$ cat src/common/rv_core_pkg.sv
`default_nettype none

package rv_core_pkg;

  typedef enum logic [1:0] {
    FETCH,
    EXECUTE,
    MEMORY,
    WRITEBACK
  } core_state_e;

  typedef enum logic [3:0] {
    ALU_ADD,
    ALU_SUB,
    ALU_AND,
    ALU_OR,
    ALU_XOR,
    ALU_SLT,
    ALU_SLL,
    ALU_SRL,
    ALU_PASS_B
  } alu_op_e;

  typedef enum logic [3:0] {
    CLASS_ALU_REG,
    CLASS_ALU_IMM,
    CLASS_LUI,
    CLASS_BRANCH,
    CLASS_JAL,
    CLASS_JALR,
    CLASS_LOAD,
    CLASS_STORE,
    CLASS_NOP
  } instr_class_e;

  typedef enum logic [1:0] {
    FETCH_OWNER,
    LSU_OWNER,
    EXT_OWNER
  } bus_owner_e;

  // rv32i major opcode groups
  localparam logic [6:0] OPC_LUI    = 7'b0110111;
  localparam logic [6:0] OPC_JAL    = 7'b1101111;
  localparam logic [6:0] OPC_JALR   = 7'b1100111;
  localparam logic [6:0] OPC_BRANCH = 7'b1100011;
  localparam logic [6:0] OPC_LOAD   = 7'b0000011;
  localparam logic [6:0] OPC_STORE  = 7'b0100011;
  localparam logic [6:0] OPC_IMM    = 7'b0010011;
  localparam logic [6:0] OPC_REG    = 7'b0110011;

endpackage

`default_nettype wire

$ cat src/hw/rv_decode.sv
`timescale 1ns/1ps
`default_nettype none

module rv_decode
  import rv_core_pkg::*;
(
  input  wire [31:0]   instr_i,
  output logic [4:0]   rs1_addr_o,
  output logic [4:0]   rs2_addr_o,
  output logic [4:0]   rd_addr_o,
  output logic [31:0]  imm_o,
  output alu_op_e      alu_op_o,
  output instr_class_e class_o,
  output logic [2:0]   funct3_o
);

  logic [6:0] opcode;
  logic [6:0] funct7;
  logic [2:0] funct3;

  assign opcode = instr_i[6:0];
  assign funct3 = instr_i[14:12];
  assign funct7 = instr_i[31:25];

  assign rs1_addr_o = instr_i[19:15];
  assign rs2_addr_o = instr_i[24:20];
  assign rd_addr_o  = instr_i[11:7];
  assign funct3_o   = funct3;

  // shared by register and immediate forms
  function automatic alu_op_e op_of_funct3(input logic [2:0] f3);
    case (f3)
      3'b111:  return ALU_AND;
      3'b110:  return ALU_OR;
      3'b100:  return ALU_XOR;
      3'b010:  return ALU_SLT;
      3'b001:  return ALU_SLL;
      3'b101:  return ALU_SRL;
      default: return ALU_ADD;
    endcase
  endfunction

  always_comb begin
    imm_o    = {{20{instr_i[31]}}, instr_i[31:20]};
    alu_op_o = ALU_ADD;
    class_o  = CLASS_NOP;
    case (opcode)
      OPC_REG: begin
        alu_op_o = (funct3 == 3'b000 && funct7[5]) ? ALU_SUB : op_of_funct3(funct3);
        if (funct3 != 3'b011 &&
            (funct7 == 7'b0 || (funct7 == 7'b0100000 && funct3 == 3'b000)))
          class_o = CLASS_ALU_REG;
      end
      OPC_IMM: begin
        alu_op_o = op_of_funct3(funct3);
        // shift immediates only valid with a zero upper field, no sra
        if (funct3 != 3'b011 && (funct3[1:0] != 2'b01 || funct7 == 7'b0))
          class_o = CLASS_ALU_IMM;
      end
      OPC_LUI: begin
        imm_o    = {instr_i[31:12], 12'b0};
        alu_op_o = ALU_PASS_B;
        class_o  = CLASS_LUI;
      end
      OPC_BRANCH: begin
        imm_o    = {{19{instr_i[31]}}, instr_i[31], instr_i[7], instr_i[30:25],
                    instr_i[11:8], 1'b0};
        alu_op_o = ALU_SUB;
        if (funct3 == 3'b000 || funct3 == 3'b001 || funct3 == 3'b100 || funct3 == 3'b101)
          class_o = CLASS_BRANCH;
      end
      OPC_JAL: begin
        imm_o   = {{11{instr_i[31]}}, instr_i[31], instr_i[19:12], instr_i[20],
                   instr_i[30:21], 1'b0};
        class_o = CLASS_JAL;
      end
      OPC_JALR: begin
        if (funct3 == 3'b000)
          class_o = CLASS_JALR;
      end
      OPC_LOAD: begin
        // lb, lw, lbu
        if (funct3 == 3'b000 || funct3 == 3'b010 || funct3 == 3'b100)
          class_o = CLASS_LOAD;
      end
      OPC_STORE: begin
        imm_o = {{20{instr_i[31]}}, instr_i[31:25], instr_i[11:7]};
        if (funct3 == 3'b000 || funct3 == 3'b010)
          class_o = CLASS_STORE;
      end
      default: begin
        class_o = CLASS_NOP;
      end
    endcase
  end

endmodule

`default_nettype wire

$ cat src/hw/rv_regfile.sv
`timescale 1ns/1ps
`default_nettype none

module rv_regfile (
  input  wire         clk_i,
  input  wire         we_i,
  input  wire  [4:0]  rd_addr_i,
  input  wire  [31:0] rd_data_i,
  input  wire  [4:0]  rs1_addr_i,
  input  wire  [4:0]  rs2_addr_i,
  output logic [31:0] rs1_data_o,
  output logic [31:0] rs2_data_o
);

  // x0 has no storage
  logic [31:0] regs [1:31];

  always_ff @(posedge clk_i) begin
    if (we_i && rd_addr_i != 5'd0) begin
      regs[rd_addr_i] <= rd_data_i;
    end
  end

  assign rs1_data_o = (rs1_addr_i == 5'd0) ? 32'h0 : regs[rs1_addr_i];
  assign rs2_data_o = (rs2_addr_i == 5'd0) ? 32'h0 : regs[rs2_addr_i];

endmodule

`default_nettype wire

$ cat src/hw/rv_alu.sv
`timescale 1ns/1ps
`default_nettype none

module rv_alu
  import rv_core_pkg::*;
(
  input  wire alu_op_e op_i,
  input  wire [31:0]   a_i,
  input  wire [31:0]   b_i,
  output logic [31:0]  result_o,
  output logic         equal_o,
  output logic         less_o
);

  logic [4:0] shamt;

  assign shamt   = b_i[4:0];
  assign equal_o = (a_i == b_i);
  // signed compare, shared by slt and branches
  assign less_o  = ($signed(a_i) < $signed(b_i));

  always_comb begin
    case (op_i)
      ALU_ADD:    result_o = a_i + b_i;
      ALU_SUB:    result_o = a_i - b_i;
      ALU_AND:    result_o = a_i & b_i;
      ALU_OR:     result_o = a_i | b_i;
      ALU_XOR:    result_o = a_i ^ b_i;
      ALU_SLT:    result_o = {31'b0, less_o};
      ALU_SLL:    result_o = a_i << shamt;
      ALU_SRL:    result_o = a_i >> shamt;
      ALU_PASS_B: result_o = b_i;
      default:    result_o = a_i + b_i;
    endcase
  end

endmodule

`default_nettype wire

$ cat src/hw/rv_bus_arbiter.sv
`timescale 1ns/1ps
`default_nettype none

module rv_bus_arbiter
  import rv_core_pkg::*;
(
  input  wire         clk_i,
  input  wire         reset_i,
  input  wire         fetch_req_i,
  input  wire         lsu_req_i,
  input  wire         ext_req_i,
  input  wire  [29:0] fetch_adr_i,
  input  wire  [29:0] lsu_adr_i,
  input  wire  [3:0]  lsu_sel_i,
  input  wire         lsu_we_i,
  input  wire         lsu_stb_i,
  input  wire         fetch_stb_i,
  output bus_owner_e  owner_o,
  output logic        ext_grant_o,
  output logic [29:0] adr_o,
  output logic [3:0]  sel_o,
  output logic        we_o,
  output logic        stb_o
);

  bus_owner_e pick;
  logic       owner_req;

  // lsu first, then fetch, then external; idle falls back to fetch
  always_comb begin
    if (lsu_req_i)       pick = LSU_OWNER;
    else if (fetch_req_i) pick = FETCH_OWNER;
    else if (ext_req_i)   pick = EXT_OWNER;
    else                  pick = FETCH_OWNER;
  end

  always_comb begin
    case (owner_o)
      LSU_OWNER: owner_req = lsu_req_i;
      EXT_OWNER: owner_req = ext_req_i;
      default:   owner_req = fetch_req_i;
    endcase
  end

  always_ff @(posedge clk_i) begin
    if (reset_i) begin
      owner_o <= FETCH_OWNER;
    end else if (!owner_req) begin
      owner_o <= pick;
    end
  end

  assign ext_grant_o = (owner_o == EXT_OWNER);
  assign adr_o = (owner_o == LSU_OWNER) ? lsu_adr_i : fetch_adr_i;
  assign sel_o = (owner_o == LSU_OWNER) ? lsu_sel_i : 4'b1111;
  assign we_o  = (owner_o == LSU_OWNER) && lsu_we_i;
  assign stb_o = (owner_o == LSU_OWNER) ? lsu_stb_i :
                 (owner_o == FETCH_OWNER) ? fetch_stb_i : 1'b0;

endmodule

`default_nettype wire

$ cat src/hw/rv_lsu.sv
`timescale 1ns/1ps
`default_nettype none

module rv_lsu (
  input  wire         [31:0] addr_i,
  input  wire         [31:0] store_data_i,
  input  wire                byte_i,
  input  wire                unsigned_i,
  input  wire         [31:0] bus_data_i,
  output logic        [29:0] word_adr_o,
  output logic        [3:0]  sel_o,
  output logic        [31:0] store_data_o,
  output logic        [31:0] load_data_o
);

  logic [1:0] lane;
  logic [7:0] load_byte;

  assign lane       = addr_i[1:0];
  assign word_adr_o = addr_i[31:2];

  always_comb begin
    if (byte_i) begin
      sel_o        = 4'b0001 << lane;
      store_data_o = {4{store_data_i[7:0]}};
    end else begin
      sel_o        = 4'b1111;
      store_data_o = store_data_i;
    end
  end

  // pick the addressed lane
  always_comb begin
    case (lane)
      2'd0:    load_byte = bus_data_i[7:0];
      2'd1:    load_byte = bus_data_i[15:8];
      2'd2:    load_byte = bus_data_i[23:16];
      default: load_byte = bus_data_i[31:24];
    endcase
  end

  always_comb begin
    if (!byte_i) begin
      load_data_o = bus_data_i;
    end else if (unsigned_i) begin
      load_data_o = {24'b0, load_byte};
    end else begin
      load_data_o = {{24{load_byte[7]}}, load_byte};
    end
  end

endmodule

`default_nettype wire

$ cat src/rv_core/rv_core_nopipe.sv
`timescale 1ns/1ps
`default_nettype none

module rv_core_nopipe
  import rv_core_pkg::*;
#(
  parameter logic [31:0] RESET_PC = 32'h0
) (
  input  wire         clk_i,
  input  wire         reset_i,
  input  wire  [31:0] master_dat_i,
  input  wire         ack_i,
  input  wire         ctrl_req_i,
  output logic [31:0] master_dat_o,
  output logic [29:0] adr_o,
  output logic [3:0]  sel_o,
  output logic        stb_o,
  output logic        we_o,
  output logic        ctrl_grant_o,
  output logic [13:0] debug_o
);

  core_state_e  state;
  bus_owner_e   owner;
  instr_class_e cls;
  alu_op_e      alu_op;
  logic [31:0]  pc_q, pc_next_q, instr_q, result_q, pc_next, pc_plus4;
  logic [31:0]  imm, rs1_data, rs2_data, alu_b, alu_result, load_data, lsu_dat;
  logic [4:0]   rs1_addr, rs2_addr, rd_addr;
  logic [2:0]   funct3;
  logic [29:0]  lsu_adr;
  logic [3:0]   lsu_sel;
  logic         alu_equal, alu_less, taken, rd_we, is_mem, is_link;
  logic         fetch_req, lsu_req, fetch_stb, lsu_stb;

  assign fetch_req = (state == FETCH);
  assign lsu_req   = (state == MEMORY);
  // strobe only once the arbiter has handed over the bus and reset is released
  assign fetch_stb = fetch_req && (owner == FETCH_OWNER) && !reset_i;
  assign lsu_stb   = lsu_req && (owner == LSU_OWNER);

  assign is_mem  = (cls == CLASS_LOAD) || (cls == CLASS_STORE);
  assign is_link = (cls == CLASS_JAL) || (cls == CLASS_JALR);
  assign alu_b   = (cls == CLASS_ALU_REG || cls == CLASS_BRANCH) ? rs2_data : imm;
  assign rd_we   = (state == WRITEBACK) && (rd_addr != 5'd0) && (cls != CLASS_BRANCH) &&
                   (cls != CLASS_STORE) && (cls != CLASS_NOP);

  always_comb begin
    case (funct3)
      3'b000:  taken = alu_equal;
      3'b001:  taken = !alu_equal;
      3'b100:  taken = alu_less;
      default: taken = !alu_less;
    endcase
  end

  assign pc_plus4 = pc_q + 32'd4;
  assign pc_next  = (cls == CLASS_JALR) ? {alu_result[31:1], 1'b0} :
                    (cls == CLASS_JAL || (cls == CLASS_BRANCH && taken)) ? pc_q + imm :
                    pc_plus4;

  always_ff @(posedge clk_i) begin
    if (reset_i) begin
      state <= FETCH;
      pc_q  <= RESET_PC;
    end else begin
      case (state)
        FETCH:     if (fetch_stb && ack_i) state <= EXECUTE;
        EXECUTE:   state <= is_mem ? MEMORY : WRITEBACK;
        MEMORY:    if (lsu_stb && ack_i) state <= WRITEBACK;
        default: begin
          pc_q  <= pc_next_q;
          state <= FETCH;
        end
      endcase
    end
  end

  always_ff @(posedge clk_i) begin
    if (state == FETCH && fetch_stb && ack_i) instr_q <= master_dat_i;
    if (state == EXECUTE) begin
      result_q  <= is_link ? pc_plus4 : alu_result;
      pc_next_q <= pc_next;
    end
    if (state == MEMORY && lsu_stb && ack_i && cls == CLASS_LOAD) result_q <= load_data;
  end

  assign master_dat_o = lsu_dat;
  assign debug_o      = pc_q[15:2];

  rv_decode u_decode (.instr_i(instr_q), .rs1_addr_o(rs1_addr), .rs2_addr_o(rs2_addr),
    .rd_addr_o(rd_addr), .imm_o(imm), .alu_op_o(alu_op), .class_o(cls), .funct3_o(funct3));

  rv_regfile u_regfile (.clk_i(clk_i), .we_i(rd_we), .rd_addr_i(rd_addr),
    .rd_data_i(result_q), .rs1_addr_i(rs1_addr), .rs2_addr_i(rs2_addr),
    .rs1_data_o(rs1_data), .rs2_data_o(rs2_data));

  rv_alu u_alu (.op_i(alu_op), .a_i(rs1_data), .b_i(alu_b), .result_o(alu_result),
    .equal_o(alu_equal), .less_o(alu_less));

  rv_lsu u_lsu (.addr_i(alu_result), .store_data_i(rs2_data), .byte_i(funct3[1:0] == 2'b00),
    .unsigned_i(funct3[2]), .bus_data_i(master_dat_i), .word_adr_o(lsu_adr),
    .sel_o(lsu_sel), .store_data_o(lsu_dat), .load_data_o(load_data));

  rv_bus_arbiter u_arbiter (.clk_i(clk_i), .reset_i(reset_i), .fetch_req_i(fetch_req),
    .lsu_req_i(lsu_req), .ext_req_i(ctrl_req_i), .fetch_adr_i(pc_q[31:2]),
    .lsu_adr_i(lsu_adr), .lsu_sel_i(lsu_sel), .lsu_we_i(cls == CLASS_STORE),
    .lsu_stb_i(lsu_stb), .fetch_stb_i(fetch_stb), .owner_o(owner),
    .ext_grant_o(ctrl_grant_o), .adr_o(adr_o), .sel_o(sel_o), .we_o(we_o), .stb_o(stb_o));

endmodule

`default_nettype wire

$ cat config.mk
export PLATFORM = sky130hd
export DESIGN_NAME = rv_core_nopipe
export DESIGN_NICKNAME = d
export VERILOG_FILES = /design/src/common/rv_core_pkg.sv /design/src/hw/rv_decode.sv /design/src/hw/rv_regfile.sv /design/src/hw/rv_alu.sv /design/src/hw/rv_bus_arbiter.sv /design/src/hw/rv_lsu.sv /design/src/rv_core/rv_core_nopipe.sv
export SDC_FILE = /design/constraint.sdc
export NUM_CORES = 2
export LEC_CHECK = 0
export BUFFER_PORTS_ARGS = -buffer_cell sky130_fd_sc_hd__buf_2
export CAP_MARGIN = 15
export CORE_MARGIN = 2
export CORE_UTILIZATION = 50
export CTS_CLUSTER_DIAMETER = 150
export CTS_CLUSTER_SIZE = 10
export DETAILED_ROUTE_END_ITERATION = 8
export MAX_ROUTING_LAYER = met4
export PLACE_DENSITY = 0.72
export SKIP_CTS_REPAIR_TIMING = 1
export SYNTH_ARGS = -nofsm -noshare
export SYNTH_HDL_FRONTEND = slang
export SYNTH_SLANG_ARGS = --single-unit
$ cat constraint.sdc
create_clock -name clk_i -period 15.6 [get_ports clk_i]
set_input_delay 0 -clock clk_i [delete_from_list [all_inputs] [get_ports clk_i]]
set_output_delay 0 -clock clk_i [all_outputs]
set_load 0.01 [all_outputs]
==> impl_table.tex <==
\begin{tabular}{lr}
\hline
Metric & Value \\
\hline
\multicolumn{2}{l}{\textbf{Logic synthesis}} \\
Top area cells in the synthesized netlist & edfxtp\_1 51\%, mux4\_2 20\%, mux2i\_1 5.2\%, ha\_1 2.6\%, nor2\_1 2.3\% \\
Post-synth EDFFs & 1088 \\
Library cell with the largest summed area after synthesis & edfxtp\_1 \\
Area fraction of the dominant cell type after synthesis & 50.7\% \\
Share of synthesized flip-flops with an asynchronous set or reset & 0\% \\
Most common cell in the synthesized netlist & edfxtp\_1 \\
Top\_reg\_cell synth & edfxtp\_1 \\
Synth cell count leaders & 1088 x edfxtp\_1, 579 x mux4\_2, 402 x nor2\_1 \\
Count of mapped cells out of synthesis & 4493 \\
Mapped Nets & 4668 \\
Sequential element share of the synthesized area & 52.1\% \\
Avg Inst Size Synth & 14.3 µm² \\
Cell area after technology mapping & 64400 µm² \\
Post-synthesis register bit count & 1134 \\
Netlist cell types & 98 \\
Syn. warnings & 0 \\
\multicolumn{2}{l}{\textbf{Timing}} \\
Max Fclk & 101 MHz \\
Relative slew slack & 12.7\% \\
Actual slew at the worst max-slew pin & 1310 ps \\
Final clock skew & 44.1 ps \\
Final number of setup-violating endpoints & 0 \\
Final Cycle Share & 63.6\% \\
RSZ-0062 raised after global routing & no \\
Minimum period implied by the final worst setup slack & 9920 ps \\
Final slew viol count & 0 \\
Accumulated negative setup slack & 0 ps \\
Post-route worst hold slack & 12.1 ps \\
Total count of hold-check failures in the final report & 0 \\
\multicolumn{2}{l}{\textbf{Placement}} \\
Number of port buffers & 118 \\
Global placement routability congestion & 1.08 \\
Half-perimeter wire length after detailed placement & 145 mm \\
Placed inst area & 67200 µm² \\
Cell Count Post-Placement & 6093 \\
\multicolumn{2}{l}{\textbf{Route}} \\
Number of remaining DRC errors & 0 \\
Mean number of vias per cell & 7.17 \\
Routed wirelength normalized by instance count & 36.6 µm \\
Starting DRC count in detailed routing & 6877 \\
Vias & 45300 \\
First-pass DRT Iterations & 6 \\
Number of nets still failing antenna checks after routing & 0 \\
Total detailed-routing wirelength & 231 mm \\
\multicolumn{2}{l}{\textbf{Floorplan}} \\
Die Ht & 363 µm \\
Initial Utilization & 50.5\% \\
Total I/O pin count & 119 \\
Die X-Extent & 363 µm \\
Die ar. & 132000 µm² \\
Cell row count & 131 \\
Core area & 128000 µm² \\
\multicolumn{2}{l}{\textbf{Layout}} \\
Post-layout util & 55.8\% \\
Area growth syn-to-layout & 10.6\% \\
Ratio of cells with drive above 1 in the final layout & 24.9\% \\
Final layout net count & 4782 \\
Design area & 71200 µm² \\
Final cell count without fillers & 6310 \\
\multicolumn{2}{l}{\textbf{Setup path}} \\
CP Class & reg -> out \\
Reg2Reg Depth & 23 \\
Data arrival time of the critical path & 9920 ps \\
Sort of element at the start of the critical path & flop \\
Element type at the critical path end & output pin \\
Largest fanout on the critical path & 44 \\
Minimum setup slack among reg-to-reg paths & 5730 ps \\
RR Endpoint & result\_q[8]\$\_DFFE\_PP\_ \\
WP data required & 15600 ps \\
\multicolumn{2}{l}{\textbf{GRT}} \\
GR Util All Layers & 35.9\% \\
Maximum number of pins on one net before global-route repair & 103 \\
Number of antenna violations at the first check in global routing & 6 \\
Total gr overflow & 0 \\
Via count of the first global-routing pass & 43700 \\
First-pass GRT wire length & 324 mm \\
\multicolumn{2}{l}{\textbf{Clock network}} \\
Sinks on the clock net & 1134 \\
Buffer cell driving the clock tree root & clkbuf\_16 \\
CTS Buf Count & 132 \\
Clock input transition at the sequential cells of the worst setup and hold paths & 70 ps \\
Maximum buffer depth of the clock tree & 3 \\
Insertion delay to the later sink of the worst-skew pair & 770 ps \\
TritonCTS clock tree & done \\
H-tree levels & 4 \\
\multicolumn{2}{l}{\textbf{Worst hold path}} \\
Hold Crit Start & master\_dat\_i[2] \\
Hold/Removal Path Class & in -> reg \\
Worst Hold Depth & 2 \\
Hold Path Sink & instr\_q[2]\$\_DFFE\_PP\_ \\
\multicolumn{2}{l}{\textbf{Flow run}} \\
Max cap viols & 0 \\
\multicolumn{2}{l}{\textbf{Status}} \\
Outcome & completed \\
\multicolumn{2}{l}{\textbf{Power and ir drop}} \\
Highest ir drop seen on vdd & 0.138 mV \\
Power density relative to cell area & 193 nW/µm² \\
Cell leakage power & 24.5 nW \\
\hline
\end{tabular}
==> where the power goes <==
part           switching [mW]  leakage (nW)  total [mW]  internal (mW)
logic                    4.26          12.6        6.65           2.40
clock network            1.19          1.75        2.74           1.55
registers               0.467          10.2        4.39           3.92
==> area by class of cell <==
class / instances / area, µm²
clock buffers: 158 / 3440
clock inverters: 12 / 158
inverters: 126 / 478
fillers: 9977 / 56400
well taps: 1662 / 2080
repair buffers: 303 / 2180
flip-flops and latches: 1134 / 33600
multi-input cells: 2910 / 29300
diodes: 5 / 12.5
==> cells by family (layout without fill, tap and decap cells) <==
logic type	count (synthesis)	after routing	synth area share (%)
buffers and inverters	449	599	2.97
other	0	5	0
XOR/XNOR	76	76	1.03
AO/OA/AOI/OAI	778	778	8.17
AND/OR/NAND/NOR	961	961	6.69
multiplexers	956	956	26.3
flip-flops	1134	1134	52.1
adder cells (fa/ha/maj)	139	139	2.73
==> layer usage <==
metal	track usage [%]	vias up	share of wire [%]
li1	-	18200	-
met1	45.6	23000	36
met2	53.9	3351	46
met3	7.37	761	11
met4	20.8	0	7.0
met5	-	-	0
==> sequential cells by signal, summed over array words and instances (netlist names), named ones only <==
signal / count
result_q: 32
pc_next_q: 32
u_regfile.regs: 992
state: 2
u_arbiter.owner_o: 2
instr_q: 32
pc_q: 32
==> cells in the final DEF, fill, tap and decap left out, types with 23 or more instances in the layout <==
| master | synthesis | final |
|---|---|---|
| a21o_1 | 52 | 52 |
| inv_1 | 123 | 123 |
| nand2_1 | 273 | 273 |
| nor3_1 | 51 | 49 |
| o21ai_0 | 87 | 87 |
| xnor2_1 | 51 | 51 |
| o22ai_1 | 25 | 24 |
| ha_1 | 136 | 134 |
| o211ai_1 | 38 | 38 |
| xor2_1 | 25 | 25 |
| nor2b_1 | 23 | 23 |
| clkbuf_1 | 179 | 24 |
| buf_2 | 54 | 118 |
| a21oi_1 | 241 | 240 |
| mux2_2 | 40 | 40 |
| nor2_1 | 402 | 366 |
| buf_4 | 31 | 141 |
| nand3_1 | 55 | 55 |
| mux2i_1 | 332 | 330 |
| dfxtp_1 | 46 | 36 |
| o21a_1 | 27 | 27 |
| dlygate4sd3_1 | 0 | 36 |
| mux4_2 | 579 | 579 |
| edfxtp_1 | 1088 | 1088 |
| clkbuf_16 | 0 | 134 |
| and3_1 | 29 | 29 |
| a22oi_1 | 38 | 38 |
| a211oi_1 | 46 | 46 |
| nor2_4 | 0 | 33 |
==> stage by stage <==
| stage | total power [mW] | worst slack (ps) |
|---|---|---|
| 6_report | 13.8 | 5680 |
| 5_1_grt | 14.1 | 5240 |
| 4_1_cts | 13.5 | 5770 |
| 3_5_place_dp | 10.8 | 5990 |
| 3_3_place_gp | 10.8 | 6150 |
| 2_1_floorplan | 8.13 | 7410 |
==> critical path, stage by stage, from the launching register on <==
cell and delay, ps:
edfxtp_1 850, or3_1 210, or4_2 820, o311ai_1 230, a21oi_1 250, nor3b_4 200
buf_4 560, mux2i_4 320, buf_4 520, inv_6 310, ha_1 380, fa_1 500
nand2b_1 140, a221oi_1 110, o211ai_1 260, nand2_1 100, a221oi_1 600, o211ai_1 320
a221oi_1 620, o31ai_1 230, a21o_1 250, o32ai_1 670, nor2_1 110, a21oi_1 310
buf_2 190
==> worst max path at each step <==
stage / startpoint / endpoint / slack [ps] / cells past startpoint
after floorplan: flop / pc_next_q[15]$_DFFE_PP_ / 7410 / 30
after detailed placement: flop / result_q[8]$_DFFE_PP_ / 5990 / 23
after global routing: instr_q[13]$_DFFE_PP_ / adr_o[28] / 5240 / 25
after global placement: instr_q[13]$_DFFE_PP_ / result_q[8]$_DFFE_PP_ / 6150 / 25
after CTS: instr_q[13]$_DFFE_PP_ / adr_o[24] / 5770 / 24
final: instr_q[13]$_DFFE_PP_ / adr_o[24] / 5680 / 24
No activity file was read; power rests on OpenSTA's default activity.
